### src/decode_pkg.sv
package decode_pkg;

    localparam int NUM_THREADS   = 4;
    localparam int NUM_WARPS     = 4;
    localparam int UUID_BITS     = 16;
    localparam int PERF_CTR_BITS = 32;

    typedef logic [31:0]                        word_t;
    typedef logic [4:0]                         reg_num_t;
    typedef logic [$clog2(NUM_WARPS)-1:0]       wid_t;
    typedef logic [NUM_THREADS-1:0]             tmask_t;
    typedef logic [UUID_BITS-1:0]               uuid_t;
    typedef logic [3:0]                         op_t;
    typedef logic [2:0]                         mod_t;
    typedef logic [PERF_CTR_BITS-1:0]           perf_ctr_t;
    typedef logic [$clog2(NUM_THREADS+1)-1:0]   tcount_t;

    // Five units need three bits
    typedef enum logic [2:0] {
        EX_NONE = 3'd0,
        EX_ALU  = 3'd1,
        EX_LSU  = 3'd2,
        EX_CSR  = 3'd3,
        EX_GPU  = 3'd4
    } ex_type_t;

    // Nine formats need four bits
    typedef enum logic [3:0] {
        IMM_NONE  = 4'd0,
        IMM_I     = 4'd1,
        IMM_SHAMT = 4'd2,
        IMM_S     = 4'd3,
        IMM_B     = 4'd4,
        IMM_U     = 4'd5,
        IMM_J     = 4'd6,
        IMM_CSR   = 4'd7,
        IMM_FOUR  = 4'd8
    } imm_fmt_t;

    // ALU operations, op_mod 0
    localparam op_t ALU_ADD   = 4'd0;
    localparam op_t ALU_SUB   = 4'd1;
    localparam op_t ALU_SLL   = 4'd2;
    localparam op_t ALU_SLT   = 4'd3;
    localparam op_t ALU_SLTU  = 4'd4;
    localparam op_t ALU_XOR   = 4'd5;
    localparam op_t ALU_SRL   = 4'd6;
    localparam op_t ALU_SRA   = 4'd7;
    localparam op_t ALU_OR    = 4'd8;
    localparam op_t ALU_AND   = 4'd9;
    localparam op_t ALU_LUI   = 4'd10;
    localparam op_t ALU_AUIPC = 4'd11;

    // Control transfers, op_mod 1
    localparam op_t BR_EQ     = 4'd0;
    localparam op_t BR_NE     = 4'd1;
    localparam op_t BR_LT     = 4'd2;
    localparam op_t BR_GE     = 4'd3;
    localparam op_t BR_LTU    = 4'd4;
    localparam op_t BR_GEU    = 4'd5;
    localparam op_t BR_JAL    = 4'd6;
    localparam op_t BR_JALR   = 4'd7;
    localparam op_t BR_ECALL  = 4'd8;
    localparam op_t BR_EBREAK = 4'd9;
    localparam op_t BR_URET   = 4'd10;
    localparam op_t BR_SRET   = 4'd11;
    localparam op_t BR_MRET   = 4'd12;

    localparam op_t GPU_TMC    = 4'd0;
    localparam op_t GPU_PRED   = 4'd1;
    localparam op_t GPU_WSPAWN = 4'd2;
    localparam op_t GPU_SPLIT  = 4'd3;
    localparam op_t GPU_JOIN   = 4'd4;
    localparam op_t GPU_BAR    = 4'd5;

    localparam op_t LSU_LW = 4'b0010; // Word load, store bit clear

    localparam logic [6:0] OPC_I     = 7'b0010011;
    localparam logic [6:0] OPC_R     = 7'b0110011;
    localparam logic [6:0] OPC_LUI   = 7'b0110111;
    localparam logic [6:0] OPC_AUIPC = 7'b0010111;
    localparam logic [6:0] OPC_JAL   = 7'b1101111;
    localparam logic [6:0] OPC_JALR  = 7'b1100111;
    localparam logic [6:0] OPC_B     = 7'b1100011;
    localparam logic [6:0] OPC_L     = 7'b0000011;
    localparam logic [6:0] OPC_S     = 7'b0100011;
    localparam logic [6:0] OPC_FENCE = 7'b0001111;
    localparam logic [6:0] OPC_SYS   = 7'b1110011;
    localparam logic [6:0] OPC_GPGPU = 7'h6B;

    typedef struct packed {
        uuid_t  uuid;
        wid_t   wid;
        tmask_t tmask;
        word_t  pc;
        word_t  instr;
    } fetch_rsp_t;

    typedef struct packed {
        uuid_t    uuid;
        wid_t     wid;
        tmask_t   tmask;
        word_t    pc;
        ex_type_t ex_type;
        op_t      op_type;
        mod_t     op_mod;
        logic     wb;
        reg_num_t rd;
        reg_num_t rs1;
        reg_num_t rs2;
        word_t    imm;
        logic     use_pc;
        logic     use_imm;
    } decode_t;

    typedef struct packed {
        imm_fmt_t imm_fmt;
        logic     use_rd;
        logic     use_rs1;
        logic     use_rs2;
    } dec_ctrl_t;

endpackage
### src/decode_top.sv
`timescale 1ns/1ps

module decode_top (
    input  logic                   clk,
    input  logic                   reset,
    input  logic                   fetch_valid,
    input  decode_pkg::fetch_rsp_t fetch_rsp,
    output logic                   fetch_ready,
    output logic                   dec_valid,
    output decode_pkg::decode_t    dec,
    input  logic                   dec_ready,
    output logic                   wstall_valid,
    output decode_pkg::wid_t       wstall_wid,
    output logic                   wstall_stalled,
    output logic                   join_valid,
    output decode_pkg::wid_t       join_wid,
    output decode_pkg::perf_ctr_t  perf_loads,
    output decode_pkg::perf_ctr_t  perf_stores,
    output decode_pkg::perf_ctr_t  perf_branches
);
    import decode_pkg::*;

    logic      fire;
    dec_ctrl_t ctrl;

    assign fire        = fetch_valid && dec_ready;
    assign dec_valid   = fetch_valid;
    assign fetch_ready = dec_ready;

    assign dec.uuid  = fetch_rsp.uuid;
    assign dec.wid   = fetch_rsp.wid;
    assign dec.tmask = fetch_rsp.tmask;
    assign dec.pc    = fetch_rsp.pc;

    decode_ctrl u_ctrl (
        .instr          (fetch_rsp.instr),
        .fire           (fire),
        .ctrl           (ctrl),
        .ex_type        (dec.ex_type),
        .op_type        (dec.op_type),
        .op_mod         (dec.op_mod),
        .use_pc         (dec.use_pc),
        .use_imm        (dec.use_imm),
        .wstall_stalled (wstall_stalled),
        .join_hit       (join_valid)
    );

    decode_imm u_imm (
        .instr (fetch_rsp.instr),
        .fmt   (ctrl.imm_fmt),
        .imm   (dec.imm)
    );

    decode_regs u_regs (
        .instr (fetch_rsp.instr),
        .ctrl  (ctrl),
        .rd    (dec.rd),
        .rs1   (dec.rs1),
        .rs2   (dec.rs2),
        .wb    (dec.wb)
    );

    decode_perf u_perf (
        .clk      (clk),
        .reset    (reset),
        .fire     (fire),
        .dec      (dec),
        .loads    (perf_loads),
        .stores   (perf_stores),
        .branches (perf_branches)
    );

    // Every transfer reports the warp to the scheduler
    assign wstall_valid = fire;
    assign wstall_wid   = fetch_rsp.wid;
    assign join_wid     = fetch_rsp.wid;

endmodule

### src/decode_perf.sv
`timescale 1ns/1ps

module decode_perf (
    input  logic                  clk,
    input  logic                  reset,
    input  logic                  fire,
    input  decode_pkg::decode_t   dec,
    output decode_pkg::perf_ctr_t loads,
    output decode_pkg::perf_ctr_t stores,
    output decode_pkg::perf_ctr_t branches
);
    import decode_pkg::*;

    tcount_t active;
    logic    is_mem;
    logic    is_branch;

    always_comb begin
        active = '0;
        for (int i = 0; i < NUM_THREADS; i++) begin
            active = active + tcount_t'(dec.tmask[i]);
        end
    end

    // op_mod 0 excludes FENCE and the GPU load
    assign is_mem    = (dec.ex_type == EX_LSU) && (dec.op_mod == 3'd0);
    assign is_branch = (dec.ex_type == EX_ALU) && (dec.op_mod == 3'd1);

    always_ff @(posedge clk) begin
        if (reset) begin
            loads    <= '0;
            stores   <= '0;
            branches <= '0;
        end else if (fire) begin
            if (is_mem && !dec.op_type[3])
                loads <= loads + perf_ctr_t'(active);
            if (is_mem && dec.op_type[3])
                stores <= stores + perf_ctr_t'(active);
            if (is_branch)
                branches <= branches + perf_ctr_t'(active);
        end
    end

endmodule

### src/decode_regs.sv
`timescale 1ns/1ps

module decode_regs (
    input  decode_pkg::word_t     instr,
    input  decode_pkg::dec_ctrl_t ctrl,
    output decode_pkg::reg_num_t  rd,
    output decode_pkg::reg_num_t  rs1,
    output decode_pkg::reg_num_t  rs2,
    output logic                  wb
);
    import decode_pkg::*;

    reg_num_t rd_field;
    reg_num_t rs1_field;
    reg_num_t rs2_field;

    assign rd_field  = instr[11:7];
    assign rs1_field = instr[19:15];
    assign rs2_field = instr[24:20];

    assign rd  = ctrl.use_rd  ? rd_field  : '0;
    assign rs1 = ctrl.use_rs1 ? rs1_field : '0;
    assign rs2 = ctrl.use_rs2 ? rs2_field : '0;

    // No write back to x0
    assign wb = ctrl.use_rd && (rd_field != '0);

endmodule

### src/decode_imm.sv
`timescale 1ns/1ps

module decode_imm (
    input  decode_pkg::word_t    instr,
    input  decode_pkg::imm_fmt_t fmt,
    output decode_pkg::word_t    imm
);
    import decode_pkg::*;

    logic sign;

    assign sign = instr[31];

    always_comb begin
        case (fmt)
            IMM_I:     imm = {{20{sign}}, instr[31:20]};
            IMM_SHAMT: imm = {27'd0, instr[24:20]};
            IMM_S:     imm = {{20{sign}}, instr[31:25], instr[11:7]};
            IMM_B:     imm = {{20{sign}}, instr[7], instr[30:25], instr[11:8], 1'b0};
            IMM_U:     imm = {instr[31:12], 12'd0};
            IMM_J:     imm = {{12{sign}}, instr[19:12], instr[20], instr[30:21], 1'b0};
            // Address low, zimm above it
            IMM_CSR:   imm = {15'd0, instr[19:15], instr[31:20]};
            IMM_FOUR:  imm = 32'd4;
            default:   imm = '0;
        endcase
    end

endmodule

### src/decode_ctrl.sv
`timescale 1ns/1ps

module decode_ctrl (
    input  decode_pkg::word_t     instr,
    input  logic                  fire,
    output decode_pkg::dec_ctrl_t ctrl,
    output decode_pkg::ex_type_t  ex_type,
    output decode_pkg::op_t       op_type,
    output decode_pkg::mod_t      op_mod,
    output logic                  use_pc,
    output logic                  use_imm,
    output logic                  wstall_stalled,
    output logic                  join_hit
);
    import decode_pkg::*;

    logic [6:0]  opcode;
    logic [2:0]  func3;
    logic [6:0]  func7;
    logic [11:0] u_12;
    logic        is_join;

    assign opcode = instr[6:0];
    assign func3  = instr[14:12];
    assign func7  = instr[31:25];
    assign u_12   = instr[31:20];

    always_comb begin
        ctrl           = '0;
        ex_type        = EX_NONE;
        op_type        = '0;
        op_mod         = '0;
        use_pc         = 1'b0;
        use_imm        = 1'b0;
        wstall_stalled = 1'b0;
        is_join        = 1'b0;

        case (opcode)
            OPC_I, OPC_R: begin
                ex_type      = EX_ALU;
                ctrl.use_rd  = 1'b1;
                ctrl.use_rs1 = 1'b1;
                case (func3)
                    3'h0: op_type = (opcode == OPC_R && func7[5]) ? ALU_SUB : ALU_ADD;
                    3'h1: op_type = ALU_SLL;
                    3'h2: op_type = ALU_SLT;
                    3'h3: op_type = ALU_SLTU;
                    3'h4: op_type = ALU_XOR;
                    3'h5: op_type = func7[5] ? ALU_SRA : ALU_SRL;
                    3'h6: op_type = ALU_OR;
                    default: op_type = ALU_AND;
                endcase
                if (opcode == OPC_I) begin
                    use_imm      = 1'b1;
                    ctrl.imm_fmt = (func3[1:0] == 2'b01) ? IMM_SHAMT : IMM_I;
                end else begin
                    ctrl.use_rs2 = 1'b1;
                end
            end
            OPC_LUI, OPC_AUIPC: begin
                ex_type      = EX_ALU;
                op_type      = (opcode == OPC_LUI) ? ALU_LUI : ALU_AUIPC;
                use_imm      = 1'b1;
                use_pc       = (opcode == OPC_AUIPC);
                ctrl.imm_fmt = IMM_U;
                ctrl.use_rd  = 1'b1;
            end
            OPC_JAL: begin
                ex_type        = EX_ALU;
                op_type        = BR_JAL;
                op_mod         = 3'd1;
                use_imm        = 1'b1;
                use_pc         = 1'b1;
                wstall_stalled = 1'b1;
                ctrl.imm_fmt   = IMM_J;
                ctrl.use_rd    = 1'b1;
            end
            OPC_JALR: begin
                ex_type        = EX_ALU;
                op_type        = BR_JALR;
                op_mod         = 3'd1;
                use_imm        = 1'b1;
                wstall_stalled = 1'b1;
                ctrl.imm_fmt   = IMM_I;
                ctrl.use_rd    = 1'b1;
                ctrl.use_rs1   = 1'b1;
            end
            OPC_B: begin
                ex_type = EX_ALU;
                case (func3)
                    3'h0: op_type = BR_EQ;
                    3'h1: op_type = BR_NE;
                    3'h4: op_type = BR_LT;
                    3'h5: op_type = BR_GE;
                    3'h6: op_type = BR_LTU;
                    3'h7: op_type = BR_GEU;
                    default: ;
                endcase
                op_mod         = 3'd1;
                use_imm        = 1'b1;
                use_pc         = 1'b1;
                wstall_stalled = 1'b1;
                ctrl.imm_fmt   = IMM_B;
                ctrl.use_rs1   = 1'b1;
                ctrl.use_rs2   = 1'b1;
            end
            OPC_L: begin
                ex_type      = EX_LSU;
                op_type      = {1'b0, func3};
                ctrl.imm_fmt = IMM_I;
                ctrl.use_rd  = 1'b1;
                ctrl.use_rs1 = 1'b1;
            end
            OPC_S: begin
                ex_type      = EX_LSU;
                op_type      = {1'b1, func3}; // Bit 3 marks a store
                ctrl.imm_fmt = IMM_S;
                ctrl.use_rs1 = 1'b1;
                ctrl.use_rs2 = 1'b1;
            end
            OPC_FENCE: begin
                ex_type = EX_LSU;
                op_mod  = 3'd1;
            end
            OPC_SYS: begin
                if (func3[1:0] != 2'b00) begin
                    ex_type      = EX_CSR;
                    op_type      = {2'b00, func3[1:0]};
                    use_imm      = func3[2]; // rs1 field is an immediate
                    ctrl.imm_fmt = IMM_CSR;
                    ctrl.use_rd  = 1'b1;
                    ctrl.use_rs1 = ~func3[2];
                end else begin
                    ex_type = EX_ALU;
                    case (u_12)
                        12'h000: op_type = BR_ECALL;
                        12'h001: op_type = BR_EBREAK;
                        12'h002: op_type = BR_URET;
                        12'h102: op_type = BR_SRET;
                        12'h302: op_type = BR_MRET;
                        default: ;
                    endcase
                    op_mod         = 3'd1;
                    use_imm        = 1'b1;
                    use_pc         = 1'b1;
                    wstall_stalled = 1'b1;
                    ctrl.imm_fmt   = IMM_FOUR; // Return address is pc + 4
                    ctrl.use_rd    = 1'b1;
                end
            end
            OPC_GPGPU: begin
                ex_type = EX_GPU;
                case (func3)
                    3'h0: begin
                        op_type        = instr[20] ? GPU_PRED : GPU_TMC;
                        wstall_stalled = 1'b1;
                        ctrl.use_rs1   = 1'b1;
                    end
                    3'h1: begin
                        op_type      = GPU_WSPAWN;
                        ctrl.use_rs1 = 1'b1;
                        ctrl.use_rs2 = 1'b1;
                    end
                    3'h2: begin
                        op_type        = GPU_SPLIT;
                        wstall_stalled = 1'b1;
                        ctrl.use_rs1   = 1'b1;
                    end
                    3'h3: begin
                        op_type = GPU_JOIN;
                        is_join = 1'b1;
                    end
                    3'h4: begin
                        op_type        = GPU_BAR;
                        wstall_stalled = 1'b1;
                        ctrl.use_rs1   = 1'b1;
                        ctrl.use_rs2   = 1'b1;
                    end
                    3'h5: begin
                        ex_type      = EX_LSU; // GPU load goes to the LSU
                        op_type      = LSU_LW;
                        op_mod       = 3'd2;
                        ctrl.use_rs1 = 1'b1;
                    end
                    default: ex_type = EX_NONE;
                endcase
            end
            default: ;
        endcase
    end

    assign join_hit = is_join && fire;

endmodule

### config.mk
export PLATFORM = sky130hd
export DESIGN_NAME = decode_top
export DESIGN_NICKNAME = d
export VERILOG_FILES = /design/src/decode_pkg.sv /design/src/decode_top.sv /design/src/decode_perf.sv /design/src/decode_regs.sv /design/src/decode_imm.sv /design/src/decode_ctrl.sv
export SDC_FILE = /design/constraint.sdc
export NUM_CORES = 1
export LEC_CHECK = 0
export ABC_CLOCK_PERIOD_IN_PS = 3450
export BUFFER_PORTS_ARGS = -buffer_cell sky130_fd_sc_hd__buf_2
export CORE_MARGIN = 3
export CORE_UTILIZATION = 43
export DETAILED_ROUTE_END_ITERATION = 10
export GPL_ROUTABILITY_DRIVEN = 0
export PLACE_DENSITY = 0.88
export SYNTH_ARGS = -nofsm -noshare
export SYNTH_HDL_FRONTEND = slang
export SYNTH_SLANG_ARGS = --single-unit
### constraint.sdc
create_clock -name clk -period 3.45 [get_ports clk]
set_input_delay 0.69 -clock clk [delete_from_list [all_inputs] [get_ports clk]]
set_output_delay 0.69 -clock clk [all_outputs]
set_load 0.01 [all_outputs]
# Yosys cells after proc, flatten, opt, wreduce, memory -nomap -nowiden

Index checks and enable logic that the tools add are counted.

Register bits after elaboration: 96
Input bits: 90
Output and inout port bits: 219

$add $sub $neg: 6
Equal/unequal tests: 35
Muxes and demuxes: 40
Bitwise operators: 1
Reductions and logical operators: 34

Operators by type and width:

| cell                                                  | number |
|---|---|
| one-hot mux 32 bit (8 select lines)                   | 1 |
| adder 32 x 3 -> 32 bit                                | 3 |
| one-hot mux 4 bit (7 select lines)                    | 2 |
| one-hot mux 4 bit (5 select lines)                    | 2 |
| one-hot mux 4 bit (9 select lines)                    | 1 |
| equality test 7 bit, second input constant            | 5 |
| equality test 7 x 6 -> 1 bit, second input constant   | 3 |
| two-way mux 5 bit                                     | 4 |
| equality test 4 x 3 -> 1 bit, second input constant   | 4 |
| two-way mux 1 bit                                     | 15 |
| one-hot mux 1 bit (3 select lines)                    | 5 |
| one-hot mux 3 bit (5 select lines)                    | 1 |
| OR reduction 5 bit                                    | 3 |
| equality test 7 x 5 -> 1 bit, second input constant   | 2 |
| OR reduction 2 bit                                    | 7 |
| OR reduction 7 bit                                    | 2 |
| equality test 12 x 1 -> 1 bit, second input constant  | 1 |
| equality test 12 x 10 -> 1 bit, second input constant | 1 |
| equality test 12 x 2 -> 1 bit, second input constant  | 1 |
| equality test 12 x 9 -> 1 bit, second input constant  | 1 |
| equality test 3 bit, second input constant            | 4 |
| zero test 12 bit                                      | 1 |
| one-hot mux 3 bit (4 select lines)                    | 1 |
| equality test 3 x 1 -> 1 bit, second input constant   | 3 |
| other kinds (24)                                      | 43 |

# Depth between registers and ports, before layout

Gate-level depths: netlist of run 1.

Depth after elaboration: 8
Mapped depth: 14
Depth with buffers taken out: 13

# Cells and area by module

A second synthesis of run 1 with hierarchy kept.

Cell total of the unflattened synthesis: 925
Area, all modules: 7144.4 µm²

By module, submodules not included:

| module      | instances | cells each | area an instance (µm²) | sequential area each (µm²) |
|---|---|---|---|---|
| decode_perf | 1         | 600        | 5037.3                 | 1921.8 |
| decode_ctrl | 1         | 149        | 858.3                  | 0.0 |
| decode_imm  | 1         | 98         | 681.9                  | 0.0 |
| decode_top  | 1         | 61         | 456.7                  | 0.0 |
| decode_regs | 1         | 17         | 110.1                  | 0.0 |

# Worst setup path before layout of run 1

No wires, ideal clock.

Kind: input-to-reg
Start point: input fetch_rsp[64] (netlist bit)
End point: register u_perf.loads[31]
Library setup time: 0.070 ns
Arrival: 3.379 ns
Data required time: 3.380 ns
Slack: 0.001 ns
Stages on the path: 12
Buffers on the path: 1
Path through: ha_1 -> inv_1 -> fa_1 -> inv_1 -> ha_1 -> ha_1 -> a21o_1 -> a21oi_1 -> or4b_1 -> buf_2 -> or4_1 -> a21oi_1

Longest elaborated chain between the ends: 4

Ends and longest elaborated chain:

| element                            | RTL line          | text |
|---|---|---|
| start, declared                    | decode_top.sv:7   | `input decode_pkg::fetch_rsp_t fetch_rsp,` |
| adder 1 x 1 -> 2 bit               | decode_perf.sv:21 | `active = active + tcount_t'(dec.tmask[i]);` |
| adder 3 x 1 -> 3 bit (2 in series) | decode_perf.sv:21 |  |
| adder 32 x 3 -> 32 bit             | decode_perf.sv:36 | `loads <= loads + perf_ctr_t'(active);` |
| end signal, assigned               | decode_perf.sv:36 |  |
| end, declared                      | decode_perf.sv:8  | `output decode_pkg::perf_ctr_t loads,` |

No other way between the ends.
A chain may end at the register's enable or synchronous reset.

# Final worst setup path of run 1

Start point: input fetch_rsp[64] (netlist bit)
End point: register u_perf.stores[28]

Longest elaborated chain between the ends: 4

Ends and longest elaborated chain:

| element                            | RTL line          | text |
|---|---|---|
| adder 1 x 1 -> 2 bit               | decode_perf.sv:21 |  |
| adder 3 x 1 -> 3 bit (2 in series) | decode_perf.sv:21 |  |
| adder 32 x 3 -> 32 bit             | decode_perf.sv:38 | `stores <= stores + perf_ctr_t'(active);` |
| end signal, assigned               | decode_perf.sv:38 |  |
| end, declared                      | decode_perf.sv:9  | `output decode_pkg::perf_ctr_t stores,` |

No other way between the ends.

==> results_tabular.tex, run 1 <==
\begin{tabular}{lr}
\hline
Metric & Value \\
\hline
\multicolumn{2}{l}{\textbf{GRT}} \\
\quad Pin count of the biggest net entering global routing & 46 \\
\quad Overflow left after global routing & 0 \\
\quad GRT Total Usage & 0.2292 \\
\quad First-pass GRT wire length & 32,000 µm \\
\quad Via count of the first global-routing pass & 6,451 \\
\quad Number of antenna violations at the first check in global routing & 2 \\
\multicolumn{2}{l}{\textbf{Drt}} \\
\quad Final antenna-violating net count & 0 \\
\quad Violation count after the first detailed-routing iteration & 513 \\
\quad Total wire length after detailed routing & 20,870 µm \\
\quad Number of detailed-route iterations in the first pass & 5 \\
\quad Avg WL per Cell & 17.09 µm \\
\quad Vias after detailed routing & 7,239 \\
\quad Residual DRC & 0 \\
\quad Via-to-Cell Ratio & 5.929 \\
\multicolumn{2}{l}{\textbf{Placed design}} \\
\quad Cell Area, Placed & 7686 µm² \\
\quad Placed wire-length estimate after detailed placement & 15,950 µm \\
\quad Number of buffers added on ports & 203 \\
\multicolumn{2}{l}{\textbf{Synthesis}} \\
\quad Fraction of synthesized area in multiplexers & 0.009356 \\
\quad Number of instances in the synthesized netlist & 873 \\
\quad Number of storage elements in the synthesis netlist & 96 \\
\quad Dominant cell type by area after synthesis & sky130\_fd\_sc\_hd\_\_dfxtp\_1 \\
\quad Most common flop cell mapped by yosys & sky130\_fd\_sc\_hd\_\_dfxtp\_1 \\
\quad Compound-gate portion of the synthesized area & 0.2118 \\
\quad XOR/XNOR Fraction of Synth Area & 0.04585 \\
\quad Number of warning messages in the yosys log & 0 \\
\quad Simple logic cell fraction of the synthesized area & 0.2930 \\
\quad Main combinational cell family by area after synthesis & simple AND/OR/NAND/NOR gates \\
\quad Mean instance size in the synthesized netlist & 7.659 µm² \\
\quad Synth Area in Adders & 0.03256 \\
\quad Portion of the post-synthesis area used by sequential elements & 0.2874 \\
\quad Number of nets produced by synthesis & 978 \\
\quad Post-Syn Area & 6686 µm² \\
\quad Library cells used by synthesis & 66 \\
\quad Synth top area share & 0.2874 \\
\quad Share of synthesized flip-flops with an asynchronous set or reset & 0 \\
\quad Top area cells in the synthesized netlist & sky130\_fd\_sc\_hd\_\_dfxtp\_1 (29\%), sky130\_fd\_sc\_hd\_\_buf\_4 (7.2\%), sky130\_fd\_sc\_hd\_\_a21oi\_1 (5.2\%), sky130\_fd\_sc\_hd\_\_o31ai\_1 (5.1\%), sky130\_fd\_sc\_hd\_\_or4\_1 (5.1\%) \\
\quad EDFF count, synth & 0 \\
\multicolumn{2}{l}{\textbf{Status}} \\
\quad Status & completed \\
\multicolumn{2}{l}{\textbf{Worst setup path}} \\
\quad Endpoint class of the critical path & flip-flop \\
\quad Type of element launching the critical path & input pin \\
\quad Register-to-Register Path Depth & 6 \\
\quad Required arrival time at the worst endpoint & 3.72 ns \\
\quad Crit-path max FO & 9 \\
\quad Data arrival time of the critical path & 3.62 ns \\
\quad First element of the critical path & fetch\_rsp[64] \\
\quad End of the worst register-to-register path & u\_perf.loads[31]\$\_SDFFE\_PP0P\_ \\
\quad Endpoint of the most critical setup path & u\_perf.stores[28]\$\_SDFFE\_PP0P\_ \\
\quad Type of the setup path with the least slack & in2reg \\
\quad Register-to-Register Setup Slack & 0.67 ns \\
\quad Launch instance of the worst register-to-register path & u\_perf.loads[7]\$\_SDFFE\_PP0P\_ \\
\multicolumn{2}{l}{\textbf{Floorplanning}} \\
\quad Starting Density & 0.4498 \\
\quad CORE AREA & 14,860 µm² \\
\quad Area of the die & 17,080 µm² \\
\quad Height of the die & 130.7 µm \\
\quad Die width & 130.7 µm \\
\quad Floorplan row count & 44 \\
\quad I/O Pins & 309 \\
\multicolumn{2}{l}{\textbf{Clocking}} \\
\quad Post-CTS sizing & 0 \\
\quad Inserted Clock Buffers & 9 \\
\quad Root Buffer Master & sky130\_fd\_sc\_hd\_\_clkbuf\_16 \\
\quad Clock sink count & 96 \\
\quad Hold\_buf cts & 0 \\
\quad Clock insertion delay at the later pin of the skew report & 0.34 ns \\
\quad CTS H-tree depth & 3 \\
\quad Clock edge transition at the registers on the reported setup and hold paths & 0.07 ns \\
\quad TritonCTS clock tree & yes \\
\quad Postcts setup bufs & 0 \\
\quad CTS max path bufs & 2 \\
\multicolumn{2}{l}{\textbf{Power and ir drop}} \\
\quad Cell internal pwr & 0.001870 W \\
\quad Switching pwr & 0.0005942 W \\
\quad Total leakage power & 3.430 nW \\
\quad Sequential group share of total power & 0.450 \\
\quad Largest voltage drop on the vdd net & 0.2283 mV \\
\quad Power per cell area & 305.6 nW/µm² \\
\quad Share of total power consumed by net switching & 0.2411 \\
\quad Logic gate share of total power & 0.108 \\
\quad Relative contribution of the clock network to total power & 0.443 \\
\quad Total power & 0.002464 W \\
\multicolumn{2}{l}{\textbf{Cells and area}} \\
\quad Post-route core utilization & 0.5424 \\
\quad Number of inserted filler cells in the final layout & 1,379 \\
\quad Final instance area & 8063 µm² \\
\quad Net count, final & 1,133 \\
\quad Layout-stage area growth over the synthesis result & 20.58\% \\
\quad Multi-input gate area in the final layout & 4003 µm² \\
\quad Most frequent standard cell in the layout excluding fill and tap cells & sky130\_fd\_sc\_hd\_\_buf\_2 \\
\quad Share of layout cells above drive strength 1 & 0.2836 \\
\quad Footprint of the flip-flops and latches & 1922 µm² \\
\quad Highest-count cells in the layout ignoring fill and taps & sky130\_fd\_sc\_hd\_\_buf\_2 (203), sky130\_fd\_sc\_hd\_\_dfxtp\_1 (96), sky130\_fd\_sc\_hd\_\_nand2\_1 (71) \\
\multicolumn{2}{l}{\textbf{Flow run}} \\
\quad Max Cap Viol & 0 \\
\multicolumn{2}{l}{\textbf{Timing}} \\
\quad Max-slew headroom at the worst pin & 0.4722 \\
\quad Peak Freq & 298.3 MHz \\
\quad Setup TNS after final layout & 0 ns \\
\quad Min Tclk post-route & 3.352 ns \\
\quad Portion of the clock cycle consumed by the worst path in the final layout & 0.9715 \\
\quad Max-slew violations & 0 \\
\quad Count of final hold-check violations & 0 \\
\quad Worst hold slack after final layout & 0.4978 ns \\
\quad Setup violators final & 0 \\
\quad Least-Margin Pin Slew & 0.7856 ns \\
\quad Worst clock skew & 0.006572 ns \\
\multicolumn{2}{l}{\textbf{Min path}} \\
\quad Tightest Hold Check Type & reg2reg \\
\quad Hold path cells & 2 \\
\hline
\end{tabular}
==> logic make-up (layout without fill, tap and decap cells) <==
logic type,Yosys count,count (layout)
buffers and inverters,145,305
XOR/XNOR,35,35
multiplexers,6,6
AO/OA/AOI/OAI,216,216
other,1,5
adder cells (fa/ha/maj),15,15
flip-flops,96,96
AND/OR/NAND/NOR,359,359
==> worst min-delay path by stage <==
stage,from,end,slack [ns]
final,u_perf.loads[14]$_SDFFE_PP0P_,u_perf.loads[14]$_SDFFE_PP0P_,0.50
after global routing,u_perf.stores[22]$_SDFFE_PP0P_,u_perf.stores[22]$_SDFFE_PP0P_,0.52
after CTS,u_perf.loads[29]$_SDFFE_PP0P_,u_perf.loads[29]$_SDFFE_PP0P_,0.50
after detailed placement,u_perf.loads[29]$_SDFFE_PP0P_,u_perf.loads[29]$_SDFFE_PP0P_,0.49
after global placement,u_perf.loads[29]$_SDFFE_PP0P_,u_perf.loads[29]$_SDFFE_PP0P_,0.48
after floorplan,u_perf.loads[31]$_SDFFE_PP0P_,u_perf.loads[31]$_SDFFE_PP0P_,0.50
==> worst max-delay path, stage by stage <==
cell and delay, ns:
sky130_fd_sc_hd__buf_2 0.11, sky130_fd_sc_hd__ha_1 0.31, sky130_fd_sc_hd__inv_1 0.08, sky130_fd_sc_hd__fa_1 0.41, sky130_fd_sc_hd__inv_1 0.08, sky130_fd_sc_hd__ha_1 0.16, sky130_fd_sc_hd__inv_1 0.05, sky130_fd_sc_hd__fa_1 0.38
sky130_fd_sc_hd__inv_1 0.06, sky130_fd_sc_hd__a21oi_1 0.10, sky130_fd_sc_hd__nor3_2 0.20, sky130_fd_sc_hd__o211ai_1 0.13, sky130_fd_sc_hd__buf_4 0.21, sky130_fd_sc_hd__or4_1 0.50, sky130_fd_sc_hd__a21oi_1 0.15
==> metal layers <==
layer,wire (µm),up-vias,track usage,part of all wire
met5,0,-,0,0
met4,675,0,0.09377,0.032
met3,1809,42,0.05244,0.087
met2,10360,352,0.4056,0.50
met1,8025,3392,0.2665,0.38
li1,-,3453,-,-
==> state kept, by name, indices dropped and copies added, names as in the netlist <==
register,cells
u_perf.branches,32
u_perf.loads,32
u_perf.stores,32
==> synth_stat cells, types with 5 or more instances <==
cell                       instances
sky130_fd_sc_hd__a21oi_1          70
sky130_fd_sc_hd__or4_1            45
sky130_fd_sc_hd__nor4_1           12
sky130_fd_sc_hd__a211oi_1          8
sky130_fd_sc_hd__o31ai_1          45
sky130_fd_sc_hd__xor2_1           12
sky130_fd_sc_hd__nand3_1          34
sky130_fd_sc_hd__nand2_1          71
sky130_fd_sc_hd__and2_1           17
sky130_fd_sc_hd__xnor2_1          23
sky130_fd_sc_hd__nor3_1           21
sky130_fd_sc_hd__nand2b_1          8
sky130_fd_sc_hd__dfxtp_1          96
sky130_fd_sc_hd__clkbuf_1         34
sky130_fd_sc_hd__a21o_1           10
sky130_fd_sc_hd__buf_4            64
sky130_fd_sc_hd__nor2_1           68
sky130_fd_sc_hd__or3_1            20
sky130_fd_sc_hd__o211ai_1          6
sky130_fd_sc_hd__or2_2             6
sky130_fd_sc_hd__inv_1            34
sky130_fd_sc_hd__ha_1             11
sky130_fd_sc_hd__o21ai_0          28
sky130_fd_sc_hd__nand4_1          22
sky130_fd_sc_hd__buf_2            11
sky130_fd_sc_hd__a221o_1           6
sky130_fd_sc_hd__and4_1            5
sky130_fd_sc_hd__nor2b_1          10
sky130_fd_sc_hd__nand3b_1          5
==> power by group through the flow <==
stage	sequential, W	combinational, W	clock [W]
global placement	0.00113	0.000255	0
finish	0.00111	0.000265	0.00109
detailed placement	0.00113	0.000260	0
global route	0.00111	0.000289	0.00116
floorplan	0.00113	0.000212	0
CTS	0.00111	0.000261	0.00111
==> layout make-up <==
cell class              instances  area share
diodes                          4    0.001241
clock buffers                  10     0.02964
clock inverters                 6     0.01133
inverters                      35     0.01629
multi-input cells             632      0.4964
flip-flops and latches         96      0.2384
well taps                     184     0.02855
repair buffers                254      0.1782
==> metrics by stage <==
step           std cells  setup slack (ns)
2_1_floorplan        873          0.001053
3_3_place_gp        1201           -0.2044
3_5_place_dp        1201           -0.2998
4_1_cts             1217           0.02735
5_1_grt             1220          -0.04224
6_report            1221           0.09820
Power figures use the tool's default switching activity.
==> inputs of run 2 (changes only) <==
--- a/config.mk
+++ b/config.mk
@@ -5,7 +5,7 @@
 export SDC_FILE = /design/constraint.sdc
 export NUM_CORES = 1
 export LEC_CHECK = 0
-export ABC_CLOCK_PERIOD_IN_PS = 3450
+export ABC_CLOCK_PERIOD_IN_PS = 2800
 export BUFFER_PORTS_ARGS = -buffer_cell sky130_fd_sc_hd__buf_2
 export CORE_MARGIN = 3
 export CORE_UTILIZATION = 43
==> constraint.sdc (replaced) <==
create_clock -name clk -period 2.8 [get_ports clk]
set_input_delay 0.56 -clock clk [delete_from_list [all_inputs] [get_ports clk]]
set_output_delay 0.56 -clock clk [all_outputs]
set_load 0.01 [all_outputs]
==> results_tabular.tex, run 2 (synthesis results as in run 1) <==
\begin{tabular}{lr}
\hline
Metric & Value \\
\hline
\multicolumn{2}{l}{\textbf{GRT}} \\
\quad First-pass GRT wire length & 35,110 µm \\
\quad Via count of the first global-routing pass & 6,963 \\
\quad Overflow left after global routing & 0 \\
\quad Pin count of the biggest net entering global routing & 72 \\
\quad GRT Total Usage & 0.2527 \\
\quad Number of antenna violations at the first check in global routing & 0 \\
\multicolumn{2}{l}{\textbf{Power and ir drop}} \\
\quad Logic gate share of total power & 0.148 \\
\quad Largest voltage drop on the vdd net & 0.2704 mV \\
\quad Cell internal pwr & 0.002273 W \\
\quad Power per cell area & 332.8 nW/µm² \\
\quad Sequential group share of total power & 0.438 \\
\quad Total power & 0.003114 W \\
\quad Relative contribution of the clock network to total power & 0.414 \\
\quad Switching pwr & 0.0008417 W \\
\quad Share of total power consumed by net switching & 0.2703 \\
\quad Total leakage power & 4.025 nW \\
\multicolumn{2}{l}{\textbf{Timing}} \\
\quad Unrepaired setup endpoints after global routing & true \\
\quad Least-Margin Pin Slew & 0.7692 ns \\
\quad Setup TNS after final layout & -1.967 ns \\
\quad Portion of the clock cycle consumed by the worst path in the final layout & 1.050 \\
\quad Max-slew violations & 0 \\
\quad Worst clock skew & 0.007685 ns \\
\quad Min Tclk post-route & 2.939 ns \\
\quad Setup ws final & -0.1391 ns \\
\quad Max-slew headroom at the worst pin & 0.4859 \\
\quad Count of final hold-check violations & 0 \\
\quad Peak Freq & 340.2 MHz \\
\quad Setup violators final & 33 \\
\multicolumn{2}{l}{\textbf{Worst setup path}} \\
\quad Launch instance of the worst register-to-register path & u\_perf.loads[8]\$\_SDFFE\_PP0P\_ \\
\quad Required arrival time at the worst endpoint & 3.09 ns \\
\quad Endpoint class of the critical path & flip-flop \\
\quad Type of the setup path with the least slack & in2reg \\
\quad First element of the critical path & fetch\_rsp[64] \\
\quad Data arrival time of the critical path & 3.23 ns \\
\quad Crit-path max FO & 8 \\
\quad Type of element launching the critical path & input pin \\
\multicolumn{2}{l}{\textbf{Clocking}} \\
\quad Root Buffer Master & sky130\_fd\_sc\_hd\_\_clkbuf\_16 \\
\quad CTS max path bufs & 2 \\
\quad Inserted Clock Buffers & 9 \\
\quad CTS H-tree depth & 3 \\
\quad Clock edge transition at the registers on the reported setup and hold paths & 0.07 ns \\
\quad TritonCTS clock tree & yes \\
\quad Clock sink count & 96 \\
\quad Clock insertion delay at the later pin of the skew report & 0.36 ns \\
\multicolumn{2}{l}{\textbf{Drt}} \\
\quad Total wire length after detailed routing & 24,100 µm \\
\quad Vias after detailed routing & 7,744 \\
\quad Via-to-Cell Ratio & 5.980 \\
\quad Avg WL per Cell & 18.61 µm \\
\quad Final antenna-violating net count & 0 \\
\quad Number of detailed-route iterations in the first pass & 5 \\
\quad Violation count after the first detailed-routing iteration & 640 \\
\quad Residual DRC & 0 \\
\multicolumn{2}{l}{\textbf{Cells and area}} \\
\quad Net count, final & 1,211 \\
\quad Final instance area & 9359 µm² \\
\quad Most frequent standard cell in the layout excluding fill and tap cells & sky130\_fd\_sc\_hd\_\_buf\_2 \\
\quad Share of layout cells above drive strength 1 & 0.4167 \\
\quad Antenna Cells & 0 \\
\quad Top Registers & u\_perf.branches x32, u\_perf.loads x32, u\_perf.stores x32 \\
\quad Number of standard cells in the final layout excluding fillers & 1,295 \\
\quad Highest-count cells in the layout ignoring fill and taps & sky130\_fd\_sc\_hd\_\_buf\_2 (198), sky130\_fd\_sc\_hd\_\_buf\_4 (113), sky130\_fd\_sc\_hd\_\_dfxtp\_1 (96) \\
\quad Layout-stage area growth over the synthesis result & 39.97\% \\
\multicolumn{2}{l}{\textbf{Floorplanning}} \\
\quad Height of the die & 130.7 µm \\
\quad Area of the die & 17,080 µm² \\
\quad Floorplan row count & 44 \\
\quad Die width & 130.7 µm \\
\quad Starting Density & 0.4498 \\
\quad CORE AREA & 14,860 µm² \\
\quad I/O Pins & 309 \\
\multicolumn{2}{l}{\textbf{Placed design}} \\
\quad Dpl ws & -0.6049 ns \\
\quad Placed wire-length estimate after detailed placement & 16,620 µm \\
\quad Cell count after placement & 1,256 \\
\quad Cell Area, Placed & 8198 µm² \\
\quad Number of buffers added on ports & 203 \\
\multicolumn{2}{l}{\textbf{Status}} \\
\quad Failing checks & negative setup slack \\
\quad Status & finished with violations \\
\multicolumn{2}{l}{\textbf{Flow run}} \\
\quad Max Cap Viol & 0 \\
\multicolumn{2}{l}{\textbf{Min path}} \\
\quad Startpoint of the worst hold path & u\_perf.stores[31]\$\_SDFFE\_PP0P\_ \\
\quad Tightest Hold Check Type & reg2reg \\
\hline
\end{tabular}
-- run 2: cell types whose count changed in the layout (fill, tap and decap cells not counted), sizes merged --
cell,previous run,this run
clkinvlp,2,0
buf,254,330
clkbuf,10,11
bufinv,2,1
clkinv,1,4
diode,4,0
inv,36,37
-- run 2: layout make-up --
class	instances	area (µm²)
clock buffers	9	225.2
clock inverters	7	78.83
fillers	1268	5505
inverters	35	131.4
multi-input cells	632	4629
flip-flops and latches	96	1922
well taps	184	230.2
repair buffers	332	2142
-- run 2: through the flow --
stage / hold WS (ns) / utilization
2_1_floorplan: 0.5002 / -
3_3_place_gp: 0.4716 / 0.5515
3_5_place_dp: 0.4807 / 0.5515
4_1_cts: 0.4932 / 0.5877
5_1_grt: 0.5075 / 0.6296
6_report: 0.4957 / 0.6296
-- run 2: worst max-delay path, cell delays in order --
cell                       delay [ns]
sky130_fd_sc_hd__buf_6           0.10
sky130_fd_sc_hd__ha_4            0.27
sky130_fd_sc_hd__inv_2           0.04
sky130_fd_sc_hd__fa_2            0.33
sky130_fd_sc_hd__inv_2           0.07
sky130_fd_sc_hd__ha_4            0.19
sky130_fd_sc_hd__inv_2           0.05
sky130_fd_sc_hd__fa_2            0.36
sky130_fd_sc_hd__inv_2           0.08
sky130_fd_sc_hd__a21oi_4         0.05
sky130_fd_sc_hd__nor3_2          0.13
sky130_fd_sc_hd__o211ai_1        0.27
sky130_fd_sc_hd__or4_1           0.59
sky130_fd_sc_hd__a21oi_1         0.13
-- run 2: timing repair --
action,CTS,global route
gates resized for setup,44,99
cloned,1,3
buffers inserted,8,11
pin swaps,21,65
setup endpoints to repair,82,103
hold buffers,0,0
-- run 2: power by group through the flow --
stage,sequential (W),clock (W),combinational [W]
2_1_floorplan,0.00140,0,0.000275
3_3_place_gp,0.00140,0,0.000369
3_5_place_dp,0.00140,0,0.000380
4_1_cts,0.00137,0.00130,0.000399
5_1_grt,0.00137,0.00135,0.000491
6_report,0.00137,0.00129,0.000461
-- run 2: final timing paths --
path                                     to  slack (ns)  cells past startpoint
max          u_perf.stores[30]$_SDFFE_PP0P_       -0.14                     14
min reg2reg  u_perf.stores[31]$_SDFFE_PP0P_        0.50                      2
min          u_perf.stores[31]$_SDFFE_PP0P_        0.50                      2
max reg2reg   u_perf.loads[31]$_SDFFE_PP0P_        0.08                      6
-- run 2: per-layer routing --
layer / global-route usage / wire (µm) / vias to the layer above
li1: - / - / 3608
met1: 0.3270 / 9632 / 3672
met2: 0.4047 / 11500 / 385
met3: 0.06423 / 1950 / 79
met4: 0.09921 / 1017 / 0
met5: 0 / 0 / -
